**src/include/trace_defs.svh**
```systemverilog
////////////////////////////////////////////////////////////
// trace monitor shared widths and constants
// packet layout, FIFO depth and the wfi encoding
////////////////////////////////////////////////////////////
`ifndef TRACE_DEFS_SVH
`define TRACE_DEFS_SVH

// pc and address width
`define TRACE_XLEN 32
// instruction width
`define TRACE_INSTR_W 32
// cycle counter and packet delta field
`define TRACE_DELTA_W 16

// performance events, one counter each
`define TRACE_NUM_EVENTS 4
`define TRACE_EVT_CNT_W 8

// instr + delta + pc + four event counts
`define TRACE_PKT_W 112

// packet FIFO entries
`define TRACE_FIFO_DEPTH 4

// RISC-V wfi encoding
`define TRACE_WFI_INSTR 32'h1050_0073

// control port address and tlast run length widths
`define TRACE_CTRL_ADDR_W 4
`define TRACE_TLAST_W 8

`endif
```
**src/hw/trace_pkg.sv**
```systemverilog
////////////////////////////////////////////////////////////
// trace monitor types
// control register map and the packet union
////////////////////////////////////////////////////////////
`default_nettype none
`include "trace_defs.svh"

package trace_pkg;

    // control register addresses
    typedef enum logic [`TRACE_CTRL_ADDR_W-1:0] {
        ADDR_START_EN   = 4'd0,
        ADDR_END_EN     = 4'd1,
        ADDR_START_ADDR = 4'd2,
        ADDR_END_ADDR   = 4'd3,
        ADDR_LOW_EN     = 4'd4,
        ADDR_HIGH_EN    = 4'd5,
        ADDR_LOW_BOUND  = 4'd6,
        ADDR_HIGH_BOUND = 4'd7,
        ADDR_WFI_STOP   = 4'd8
    } trace_ctrl_addr_t;

    // one trace packet, flat for storage or split into fields
    typedef union packed {
        logic [`TRACE_PKT_W-1:0] bits;
        struct packed {
            logic [`TRACE_INSTR_W-1:0]                      instr;
            logic [`TRACE_DELTA_W-1:0]                      delta;
            logic [`TRACE_XLEN-1:0]                         pc;
            // event 0 in the low byte
            logic [`TRACE_NUM_EVENTS*`TRACE_EVT_CNT_W-1:0]  evt_counts;
        } fields;
    } trace_pkt_u;

endpackage
`default_nettype wire

```
**src/hw/trace_monitor_top.sv**
```systemverilog
////////////////////////////////////////////////////////////
// trace monitor top level
// filters retired instructions into trace packets and
// streams them out through a small FIFO
////////////////////////////////////////////////////////////
`default_nettype none
`include "trace_defs.svh"

module trace_monitor_top
    import trace_pkg::*;
(
    input  logic                                          clk,
    input  logic                                          rst_n,
    input  logic                                          en,
    // core retire port
    input  logic                                          pc_valid,
    input  logic [`TRACE_XLEN-1:0]                        pc,
    input  logic [`TRACE_INSTR_W-1:0]                     instr,
    input  logic [`TRACE_NUM_EVENTS-1:0]                  perf_events,
    // control write port
    input  logic                                          ctrl_we,
    input  trace_ctrl_addr_t                              ctrl_addr,
    input  logic [`TRACE_XLEN-1:0]                        ctrl_wdata,
    input  logic [`TRACE_TLAST_W-1:0]                     tlast_interval,
    // stream output
    input  logic                                          m_tready,
    output logic                                          m_tvalid,
    output logic [`TRACE_PKT_W-1:0]                       m_tdata,
    output logic                                          m_tlast
);

    logic                                         capture;
    logic                                         is_wfi;
    logic                                         fifo_full;
    logic [`TRACE_DELTA_W-1:0]                    delta;
    logic [`TRACE_NUM_EVENTS*`TRACE_EVT_CNT_W-1:0] evt_counts;
    trace_pkt_u                                   pkt;

    // packet built from the current input cycle
    assign pkt.fields = '{instr: instr, delta: delta, pc: pc, evt_counts: evt_counts};

    trace_ctrl i_ctrl (
        .clk        (clk),
        .rst_n      (rst_n),
        .en         (en),
        .pc_valid   (pc_valid),
        .pc         (pc),
        .instr      (instr),
        .ctrl_we    (ctrl_we),
        .ctrl_addr  (ctrl_addr),
        .ctrl_wdata (ctrl_wdata),
        .fifo_full  (fifo_full),
        .capture    (capture),
        .is_wfi     (is_wfi)
    );

    trace_timestamp i_timestamp (
        .clk     (clk),
        .rst_n   (rst_n),
        .capture (capture),
        .delta   (delta)
    );

    perf_event_counters i_evt_cnt (
        .clk         (clk),
        .rst_n       (rst_n),
        .capture     (capture),
        .perf_events (perf_events),
        .evt_counts  (evt_counts)
    );

    trace_stream_fifo i_fifo (
        .clk            (clk),
        .rst_n          (rst_n),
        .capture        (capture),
        .is_wfi         (is_wfi),
        .pkt            (pkt),
        .tlast_interval (tlast_interval),
        .m_tready       (m_tready),
        .fifo_full      (fifo_full),
        .m_tvalid       (m_tvalid),
        .m_tdata        (m_tdata),
        .m_tlast        (m_tlast)
    );

endmodule
`default_nettype wire

```
**src/hw/trace_stream_fifo.sv**
```systemverilog
////////////////////////////////////////////////////////////
// trace packet FIFO with stream output
// stores each packet with its tlast bit, which is set on
// wfi or at the end of a tlast_interval run
////////////////////////////////////////////////////////////
`default_nettype none
`include "trace_defs.svh"

module trace_stream_fifo
    import trace_pkg::*;
(
    input  logic                      clk,
    input  logic                      rst_n,
    input  logic                      capture,
    input  logic                      is_wfi,
    input  trace_pkt_u                pkt,
    input  logic [`TRACE_TLAST_W-1:0] tlast_interval,
    input  logic                      m_tready,
    output logic                      fifo_full,
    output logic                      m_tvalid,
    output logic [`TRACE_PKT_W-1:0]   m_tdata,
    output logic                      m_tlast
);

    localparam int DEPTH = `TRACE_FIFO_DEPTH;
    localparam int PTR_W = $clog2(DEPTH);
    localparam logic [PTR_W-1:0] LAST_PTR = PTR_W'(DEPTH - 1);
    localparam logic [PTR_W:0]   FULL_CNT = (PTR_W + 1)'(DEPTH);

    // packet storage and matching tlast bits
    logic [`TRACE_PKT_W-1:0]   mem       [DEPTH];
    logic                      tlast_mem [DEPTH];

    logic [PTR_W-1:0]          wr_ptr;
    logic [PTR_W-1:0]          rd_ptr;
    logic [PTR_W:0]            count;
    // packets since the last tlast
    logic [`TRACE_TLAST_W-1:0] run_cnt;

    logic                      push;
    logic                      pop;
    logic                      pkt_tlast;

    assign fifo_full = (count == FULL_CNT);
    assign m_tvalid  = (count != '0);
    assign m_tdata   = mem[rd_ptr];
    assign m_tlast   = tlast_mem[rd_ptr];

    // full is sampled before this cycle's pop
    assign push = capture && !fifo_full;
    assign pop  = m_tvalid && m_tready;

    // interval of zero turns run counting off
    assign pkt_tlast = is_wfi
                       || ((tlast_interval != '0) && ((run_cnt + 1'b1) == tlast_interval));

    always_ff @(posedge clk) begin
        if (push) begin
            mem[wr_ptr]       <= pkt.bits;
            tlast_mem[wr_ptr] <= pkt_tlast;
        end
    end

    always_ff @(posedge clk) begin
        if (!rst_n) begin
            wr_ptr  <= '0;
            rd_ptr  <= '0;
            count   <= '0;
            run_cnt <= '0;
        end else begin
            if (push) begin
                wr_ptr  <= (wr_ptr == LAST_PTR) ? '0 : wr_ptr + 1'b1;
                // restart the run after any tlast packet
                run_cnt <= pkt_tlast ? '0 : run_cnt + 1'b1;
            end
            if (pop) begin
                rd_ptr <= (rd_ptr == LAST_PTR) ? '0 : rd_ptr + 1'b1;
            end
            // push and pop together leave count unchanged
            if (push && !pop) begin
                count <= count + 1'b1;
            end else if (pop && !push) begin
                count <= count - 1'b1;
            end
        end
    end

endmodule
`default_nettype wire

```
**src/hw/perf_event_counters.sv**
```systemverilog
////////////////////////////////////////////////////////////
// performance event counters
// one saturating count per event, cleared on capture
////////////////////////////////////////////////////////////
`default_nettype none
`include "trace_defs.svh"

module perf_event_counters (
    input  logic                                           clk,
    input  logic                                           rst_n,
    input  logic                                           capture,
    input  logic [`TRACE_NUM_EVENTS-1:0]                   perf_events,
    output logic [`TRACE_NUM_EVENTS*`TRACE_EVT_CNT_W-1:0]  evt_counts
);

    genvar i;

    for (i = 0; i < `TRACE_NUM_EVENTS; i++) begin : g_evt
        logic [`TRACE_EVT_CNT_W-1:0] cnt;

        always_ff @(posedge clk) begin
            // events in the capture cycle are dropped
            if (!rst_n || capture) begin
                cnt <= '0;
            end else if (perf_events[i] && (cnt != '1)) begin
                cnt <= cnt + 1'b1;
            end
        end

        // event i in byte lane i
        assign evt_counts[i*`TRACE_EVT_CNT_W +: `TRACE_EVT_CNT_W] = cnt;
    end

endmodule
`default_nettype wire

```
**src/hw/trace_timestamp.sv**
```systemverilog
////////////////////////////////////////////////////////////
// trace timestamp
// cycle counter and cycles since the previous capture
////////////////////////////////////////////////////////////
`default_nettype none
`include "trace_defs.svh"

module trace_timestamp (
    input  logic                      clk,
    input  logic                      rst_n,
    input  logic                      capture,
    output logic [`TRACE_DELTA_W-1:0] delta
);

    // free running, wraps
    logic [`TRACE_DELTA_W-1:0] cycle_cnt;
    // counter value at the previous capture
    logic [`TRACE_DELTA_W-1:0] last_cap;

    assign delta = cycle_cnt - last_cap;

    always_ff @(posedge clk) begin
        if (!rst_n) begin
            cycle_cnt <= '0;
            last_cap  <= '0;
        end else begin
            cycle_cnt <= cycle_cnt + 1'b1;
            if (capture) begin
                last_cap <= cycle_cnt;
            end
        end
    end

endmodule
`default_nettype wire

```
**src/hw/trace_ctrl.sv**
```systemverilog
////////////////////////////////////////////////////////////
// trace control block
// control registers, start/end triggers, wfi stop and
// the per-cycle capture decision
////////////////////////////////////////////////////////////
`default_nettype none
`include "trace_defs.svh"

module trace_ctrl
    import trace_pkg::*;
(
    input  logic                      clk,
    input  logic                      rst_n,
    input  logic                      en,
    input  logic                      pc_valid,
    input  logic [`TRACE_XLEN-1:0]    pc,
    input  logic [`TRACE_INSTR_W-1:0] instr,
    input  logic                      ctrl_we,
    input  trace_ctrl_addr_t          ctrl_addr,
    input  logic [`TRACE_XLEN-1:0]    ctrl_wdata,
    input  logic                      fifo_full,
    output logic                      capture,
    output logic                      is_wfi
);

    // trigger registers
    logic                   start_en;
    logic                   end_en;
    logic [`TRACE_XLEN-1:0] start_addr;
    logic [`TRACE_XLEN-1:0] end_addr;
    // monitored range registers
    logic                   low_en;
    logic                   high_en;
    logic [`TRACE_XLEN-1:0] low_bound;
    logic [`TRACE_XLEN-1:0] high_bound;
    // trigger state
    logic                   started;
    logic                   ended;
    // saturates at 2, which blocks capture
    logic [1:0]             stop_cnt;

    logic                   start_hit;
    logic                   end_hit;
    logic                   range_ok;
    logic                   trig_ok;

    assign is_wfi    = (instr == `TRACE_WFI_INSTR);
    assign start_hit = start_en && (pc == start_addr);
    assign end_hit   = end_en && (pc == end_addr);

    // either bound can be switched off on its own
    assign range_ok = (!low_en || (pc >= low_bound)) && (!high_en || (pc <= high_bound));
    assign trig_ok  = (!start_en || started) && (!end_en || !ended);

    // held low during reset
    assign capture = rst_n && en && pc_valid && !fifo_full && (stop_cnt < 2'd2)
                     && trig_ok && range_ok;

    always_ff @(posedge clk) begin
        if (!rst_n) begin
            start_en   <= 1'b0;
            end_en     <= 1'b0;
            start_addr <= '0;
            end_addr   <= '1;
            low_en     <= 1'b0;
            high_en    <= 1'b0;
            low_bound  <= '0;
            high_bound <= '1;
            started    <= 1'b0;
            ended      <= 1'b0;
            stop_cnt   <= 2'd0;
        end else begin
            // count consecutive wfi cycles
            if (is_wfi && en && (stop_cnt < 2'd2)) begin
                stop_cnt <= stop_cnt + 2'd1;
            end else if (!is_wfi) begin
                stop_cnt <= 2'd0;
            end

            if (ctrl_we) begin
                // register write, wfi_stop write overrides the count above
                case (ctrl_addr)
                    ADDR_START_EN:   start_en   <= ctrl_wdata[0];
                    ADDR_END_EN:     end_en     <= ctrl_wdata[0];
                    ADDR_START_ADDR: start_addr <= ctrl_wdata;
                    ADDR_END_ADDR:   end_addr   <= ctrl_wdata;
                    ADDR_LOW_EN:     low_en     <= ctrl_wdata[0];
                    ADDR_HIGH_EN:    high_en    <= ctrl_wdata[0];
                    ADDR_LOW_BOUND:  low_bound  <= ctrl_wdata;
                    ADDR_HIGH_BOUND: high_bound <= ctrl_wdata;
                    ADDR_WFI_STOP:   stop_cnt   <= ctrl_wdata[1:0];
                    default: ;
                endcase
            end else begin
                // no trigger matching during a write
                if (start_hit) begin
                    started <= 1'b1;
                    ended   <= 1'b0;
                end
                // end match wins if both hit
                if (end_hit) begin
                    ended   <= 1'b1;
                    started <= 1'b0;
                end
            end
        end
    end

endmodule
`default_nettype wire

```
**config.mk**
```make
export PLATFORM = sky130hd
export DESIGN_NAME = trace_monitor_top
export DESIGN_NICKNAME = d
export VERILOG_FILES = /design/src/hw/trace_pkg.sv /design/src/hw/trace_monitor_top.sv /design/src/hw/trace_stream_fifo.sv /design/src/hw/perf_event_counters.sv /design/src/hw/trace_timestamp.sv /design/src/hw/trace_ctrl.sv
export VERILOG_INCLUDE_DIRS = /design/src /design/src/include
export SDC_FILE = /design/constraint.sdc
export NUM_CORES = 1
export LEC_CHECK = 0
export ABC_AREA = 1
export BUFFER_PORTS_ARGS = -buffer_cell sky130_fd_sc_hd__buf_4
export CAP_MARGIN = 20
export CORE_ASPECT_RATIO = 0.5
export CORE_MARGIN = 4
export CORE_UTILIZATION = 41
export CTS_CLUSTER_SIZE = 8
export DETAILED_ROUTE_END_ITERATION = 16
export PLACE_DENSITY_LB_ADDON = 0.25
export SLEW_MARGIN = 15
export SYNTH_ARGS = -nofsm -noshare
export SYNTH_HDL_FRONTEND = slang
export SYNTH_HIERARCHICAL = 1
export SYNTH_SLANG_ARGS = --single-unit
```
**constraint.sdc**
```tcl
create_clock -name clk -period 15.87 [get_ports clk]
set_input_delay 0 -clock clk [delete_from_list [all_inputs] [get_ports clk]]
set_output_delay 0 -clock clk [all_outputs]
set_load 0.1 [all_outputs]
```
==> flow_summary.ini, run 1 <==
[floorplanning]
core_area_mm2 = 0.0711
die-area_mm2 = 0.0765
die_h_um = 198
ioPinCount = 232
initial_utilization_pct = 41.5
row_count = 69
fp.dieW_um = 387

[timing]
worstMarginPinSlew_ns = 1.11
rsz0062_at_grt = false
period_minus_slack_ns = 4.09
finalSetupTns_ns = 0
min_period_over_period_pct = 25.8
skew_ns = 0.0257
timing.final.ws_setup_ns = 11.78
slew_headroom_pct = 25.7
setup_violations = 0
slew_viol_final = 0
holdWs_ns = 0.0619
fmax_mhz = 244
finalHoldViolCount = 0

[global_route]
grt_max_degree = 108
grt_pass1_vias = 21100
antenna_found_initial = 1
grt.total_usage_pct = 19.3
grt_overflow = 0
grt_pass1_wl_um = 117000

[logic_synthesis]
synth_nets = 3232
synth_top_cell_by_area = edfxtp_1
syn_area_per_cell_um2 = 9.75
synth_cells = 3021
ys_seq_area_share_pct = 60.8
ys_warn_count = 6
synth_area_leaders = edfxtp_1 46%, dfxtp_1 15%, nand2_1 6.1%
synth.top_cell.area_share_pct = 46.1
synth_area_mm2 = 0.0295
ys_ff_latch = 669
ys_types = 47

[hold_path]
hold_class = in2reg

[routing]
ant_nets = 0
drc = 0
vias = 22200
route.met3.wl_um = 3310
highest_layer = met4
detailedRoute.firstIterationViolations = 1786
via_per_inst = 5.08
wl_met2_um = 37200
dr.pass1.iters = 5
routed_wl_um = 75700
wl_per_cell_um = 17.3
wl_met1_um = 32900

[final_layout]
finalNetCount = 3569
fin_cells = 4376
syn2layout_area_growth_pct = 21.7
final_layout_size_suffix_gt1_share_pct = 12.2
nFillCells = 6401

[placed_design]
post-place-ws_ns = 11.83
io_buffer_count = 231
routabilityCongestion = 0.846
hpwl_um = 47600
placed_cells = 4103

[critical_path]
cp-start-kind = flip-flop
worstPathArrival_ns = 4.34
crit_slowest_cell = buf_4
path_cells = inv_1 -> ha_1 -> nand2_1 -> nor2_1 -> nand2_1 -> nor2_1 -> nand4_1 -> nand2_1 -> a21oi_1 -> nor2_2 -> buf_4 -> inv_1 -> nor2_1 -> inv_2 -> nor2_4 -> buf_4
crit_path_max_fanout = 62
required_ns = 16.11
crit_type = reg2reg
crit_path_max_incr_delay_ns = 0.76
end_kind = flip-flop

[clock_tree]
clkTransAtPathRegs_ns = 0.05
hold_buffers = 117
post_cts_buffers = 0
cts_root_buffer = clkbuf_16
clockBufferDepth = 3
clk_latency_ns = 0.64
htreeDepth = 3
cts_made_buffers = 93
cts.repair.resized = 0
cts_tree = done
clock_sink_count = 669

[status]
status = finished, final reports clean

[power]
vdd.ir_drop.worst_uv = 202
powerDensity_mw_per_mm2 = 177
leakage_nw = 14.1

[job]
drv_cap = 0
==> state kept, by name (all words and copies together), names as in the netlist, named ones only <==
name	cells
i_ctrl/end_en	1
i_evt_cnt/g_evt.cnt	32
i_fifo/wr_ptr	2
i_timestamp/cycle_cnt	16
i_fifo/tlast_mem	4
i_ctrl/ended	1
i_ctrl/start_addr	32
i_fifo/run_cnt	8
i_ctrl/stop_cnt	2
i_fifo/mem	448
i_ctrl/high_en	1
i_ctrl/low_en	1
i_ctrl/end_addr	32
i_ctrl/started	1
i_ctrl/high_bound	32
i_fifo/count	3
i_fifo/rd_ptr	2
i_ctrl/low_bound	32
i_timestamp/last_cap	16
i_ctrl/start_en	1
==> layout make-up <==
type / instances / area, um^2 / area share [%]
sequential: 669 / 17900 / 50.0
inverter: 333 / 1260 / 3.53
clock buffer: 146 / 2530 / 7.05
multi-input combinational: 1893 / 9750 / 27.2
tap: 958 / 1200 / 3.34
clock inverter: 8 / 108 / 0.300
antenna: 1 / 2.50 / 0.00698
timing repair buffer: 368 / 3080 / 8.58
==> Yosys cell counts (all sizes together) <==
library cell,n
a211oi,1
or2,1
o21bai,2
nor2,431
o22ai,120
clkbuf,84
dfxtp,217
ha,91
nor4,9
edfxtp,452
o211ai,53
nor3,18
xor2,9
buf,42
nand3,95
nand3b,3
xnor2,13
clkinv,3
xnor3,1
nand4,24
o211a,1
nor2b,1
o21ai,355
inv,330
fa,2
nand2,493
o21a,5
a31oi,2
a21o,1
a21oi,162
==> worst max-delay path, delay by kind of cell (launching register included) <==
kind | cells | cell delay (ns)
simple gates | 9 | 1.42
compound gates | 1 | 0.06
fa+ha+maj | 1 | 0.28
buf+inv | 5 | 1.52
flops | 1 | 0.30
==> routing by layer <==
metal,global-route usage (%),vias to the layer above
met5,0,-
met4,7.00,0
met3,3.21,137
met2,33.5,472
met1,24.5,10600
li1,-,11000
==> path summary, 6_finish.rpt <==
| kind | startpoint | endpoint | slack [ns] | cells past startpoint |
|---|---|---|---|---|
| hold reg to reg | i_ctrl/low_bound[3] | i_ctrl/low_bound[3] | 0.46 | 2 |
| setup / recovery | i_ctrl/high_bound[31] | i_fifo/mem[3][54] | 11.78 | 16 |
| hold / removal | tlast_interval[2] | i_fifo/tlast_mem[0] | 0.06 | 8 |
| setup reg to reg | i_ctrl/high_bound[31] | i_fifo/mem[3][54] | 11.78 | 16 |
==> cell families (layout without fill, tap and decap cells) <==
logic type                 count (synthesis)  in the layout  synth area share (%)
buffers and inverters                    459            855                  6.21
other                                      0              1                     0
AOI/OAI and AO/OA                        702            702                  13.0
xor gates and xnor gates                  23             23                 0.730
adders and majority gates                 93             93                  4.00
DFF                                      669            669                  60.8
and+or+nand+nor                         1075           1075                  15.3
==> where the power goes <==
group / switching [W] / internal, W
sequential: 0.0000588 / 0.00194
clock: 0.000719 / 0.00108
combinational: 0.00207 / 0.000484
==> through the flow <==
| step | cell area (um^2) | total power (W) | util (%) |
|---|---|---|---|
| final | 35800 | 0.00635 | 50.5 |
| after global routing | 35800 | 0.00661 | 50.5 |
| after CTS | 35800 | 0.00642 | 50.4 |
| after detailed placement | 32000 | 0.00458 | 45.1 |
| after global placement | 32000 | 0.00456 | 45.1 |
| after floorplan | 29500 | 0.00397 | - |
==> placed cells by master, fill, tap and decap left out, types with 3 or more instances in the layout <==
master         synthesis  final
a21oi_1              162    162
buf_4                 12    250
clkbuf_1              82     53
clkbuf_16              0     93
clkinv_1               3      3
clkinv_8               0      4
dfxtp_1              217    215
dlygate4sd3_1          0    117
edfxtp_1             452    452
ha_1                  91     91
inv_1                315    314
inv_2                 14     13
inv_6                  0      3
nand2_1              477    477
nand2_2               15     15
nand3_1               89     89
nand3_2                3      3
nand3_4                3      3
nand3b_1               3      3
nand4_1               24     24
nor2_1               417    412
nor2_2                 8      9
nor2_4                 3      7
nor2_8                 3      3
nor3_1                14     14
nor4_1                 9      9
o211ai_1              53     53
o21a_1                 5      5
o21ai_0              350    350
o21ai_1                5      5
o22ai_1              120    120
xnor2_1               13     13
xor2_1                 9      9
No activity file was read; power rests on OpenSTA's default activity.
==> run 2: changes to the inputs <==
Clock period 15.87 ns to 3.64 ns, I/O delays scaled along.
==> flow_summary.ini, run 2 (synthesis results as in run 1) <==
[floorplanning]
row_count = 69
initial_utilization_pct = 41.5
core_area_mm2 = 0.0711
die_h_um = 198
die-area_mm2 = 0.0765
ioPinCount = 232
fp.dieW_um = 387

[global_route]
grt_overflow = 0
grt_max_degree = 227
grt_pass1_wl_um = 120000
antenna_found_initial = 2
grt.total_usage_pct = 19.7
grt_pass1_vias = 21700

[hold_path]
hold_class = in2reg
worstHoldEndpoint = i_timestamp/cycle_cnt[1]
hold_path_depth = 4
worstHoldStart = rst_n

[final_layout]
syn2layout_area_growth_pct = 22.9
final_common_cell = nand2_1
layout_common_cells = 477 x nand2_1, 452 x edfxtp_1, 411 x nor2_1
top_register = i_fifo/mem
fin_area_mm2 = 0.0362
finalNetCount = 3578
largest_register_ff_count = 448
nFillCells = 6415
final_layout_size_suffix_gt1_share_pct = 12.5

[critical_path]
crit_type = reg2reg
r2r.worst_path.cells = 15
end_kind = flip-flop
crit_path_max_incr_delay_ns = 0.54
worst_r2r_endpoint = i_fifo/mem[2][24]
crit_slowest_cell = nor2_4
required_ns = 3.96
rr_startpoint = i_ctrl/high_bound[31]
crit_path_max_fanout = 24
path_cells = inv_1 -> ha_1 -> nand2_1 -> nor2_1 -> nand2_1 -> nor2_1 -> nand4_1 -> nand2_1 -> a21oi_2 -> nor2_4 -> inv_2 -> nor2_4 -> inv_2 -> nor2_4 -> buf_12
r2r_slack_ns = 0.55
cp-start-kind = flip-flop
worstPathArrival_ns = 3.41
crit_start = i_ctrl/high_bound[31]

[placed_design]
hpwl_um = 48200
routabilityCongestion = 0.841
placed_area_mm2 = 0.0323
io_buffer_count = 231

[clock_tree]
clkTransAtPathRegs_ns = 0.05
cts_made_buffers = 93
clockBufferDepth = 3
hold_buffers = 117
clk_latency_ns = 0.64
cts_root_buffer = clkbuf_16
cts_tree = done
htreeDepth = 3
clock_sink_count = 669
cts.repair.resized = 0
post_cts_buffers = 0

[timing]
min_period_over_period_pct = 84.9
finalHoldViolCount = 0
fmax_mhz = 323
period_minus_slack_ns = 3.09
slew_viol_final = 0
setup_violations = 0
skew_ns = 0.0250
slew_headroom_pct = 16.0
rsz0062_at_grt = false
worstMarginPinSlew_ns = 1.26

[power]
vdd.ir_drop.worst_uv = 729
powerDensity_mw_per_mm2 = 772
leakage_nw = 14.3
total_power_w = 0.0279

[routing]
routed_wl_um = 76800
dr.pass1.iters = 5
ant_nets = 0
detailedRoute.firstIterationViolations = 1544
drc = 0
via_per_inst = 5.10
wl_per_cell_um = 17.5
vias = 22400

[job]
drv_cap = 0

[status]
status = finished, final reports clean
## run 2: changes by cell type in the layout (fill, tap and decap cells not counted), sizes merged
cell    delta
inv        +1
clkinv     -5
buf        +9
clkbuf    +15
## run 2: final cells by class
cell class / instances / area (um^2) / area share [%]
antenna: 1 / 2.50 / 0.00691
clock buffer: 161 / 2640 / 7.28
clock inverter: 4 / 46.3 / 0.128
inverter: 333 / 1260 / 3.49
multi-input combinational: 1893 / 9770 / 27.0
sequential: 669 / 17900 / 49.5
tap: 958 / 1200 / 3.31
timing repair buffer: 377 / 3370 / 9.30
## run 2: worst max path at each step
stage                              endpoint  slack (ns)  cells past startpoint
after floorplan            i_fifo/mem[0][0]       -0.16                     15
after global placement    i_fifo/mem[2][40]        0.54                     15
after detailed placement  i_fifo/mem[2][44]        0.53                     15
after CTS                 i_fifo/mem[2][26]        0.51                     15
after global routing      i_fifo/mem[2][25]        0.28                     15
final                     i_fifo/mem[2][24]        0.55                     15
## run 2: through the flow
step | utilization (%) | setup slack (ns) | TNS [ns] | instances | hold slack [ns]
after global placement | 45.5 | 0.542 | 0 | 4112 | 0.223
final | 51.0 | 0.548 | 0 | 4396 | 0.00177
after global routing | 51.0 | 0.281 | 0 | 4396 | 0.0466
after floorplan | - | -0.160 | -65.87 | 3021 | 0.0989
after detailed placement | 45.5 | 0.533 | 0 | 4112 | 0.227
after CTS | 50.9 | 0.511 | 0 | 4394 | 0.00422
## run 2: critical path, delay by kind of cell (launching register included)
kind                     cells  cell delay, ns
AND/OR/NAND/NOR              9            1.64
buffers and inverters        4            0.50
AO/OA/AOI/OAI                1            0.05
flip-flops                   1            0.30
adder cells (fa/ha/maj)      1            0.29
## run 2: layer usage
layer | track usage [%] | routed length [um] | part of all wire, % | vias up
met3 | 3.39 | 3290 | 4.3 | 142
met5 | 0 | 0 | 0 | -
met2 | 33.0 | 36500 | 48 | 475
met1 | 25.9 | 34300 | 45 | 10700
li1 | - | - | - | 11100
met4 | 7.62 | 2600 | 3.4 | 0
## run 2: report_power, final
group          leakage, nW  switching, W  internal, W
registers             5.91      0.000124      0.00846
clock network         1.28       0.00314      0.00486
logic                 7.07       0.00915      0.00220
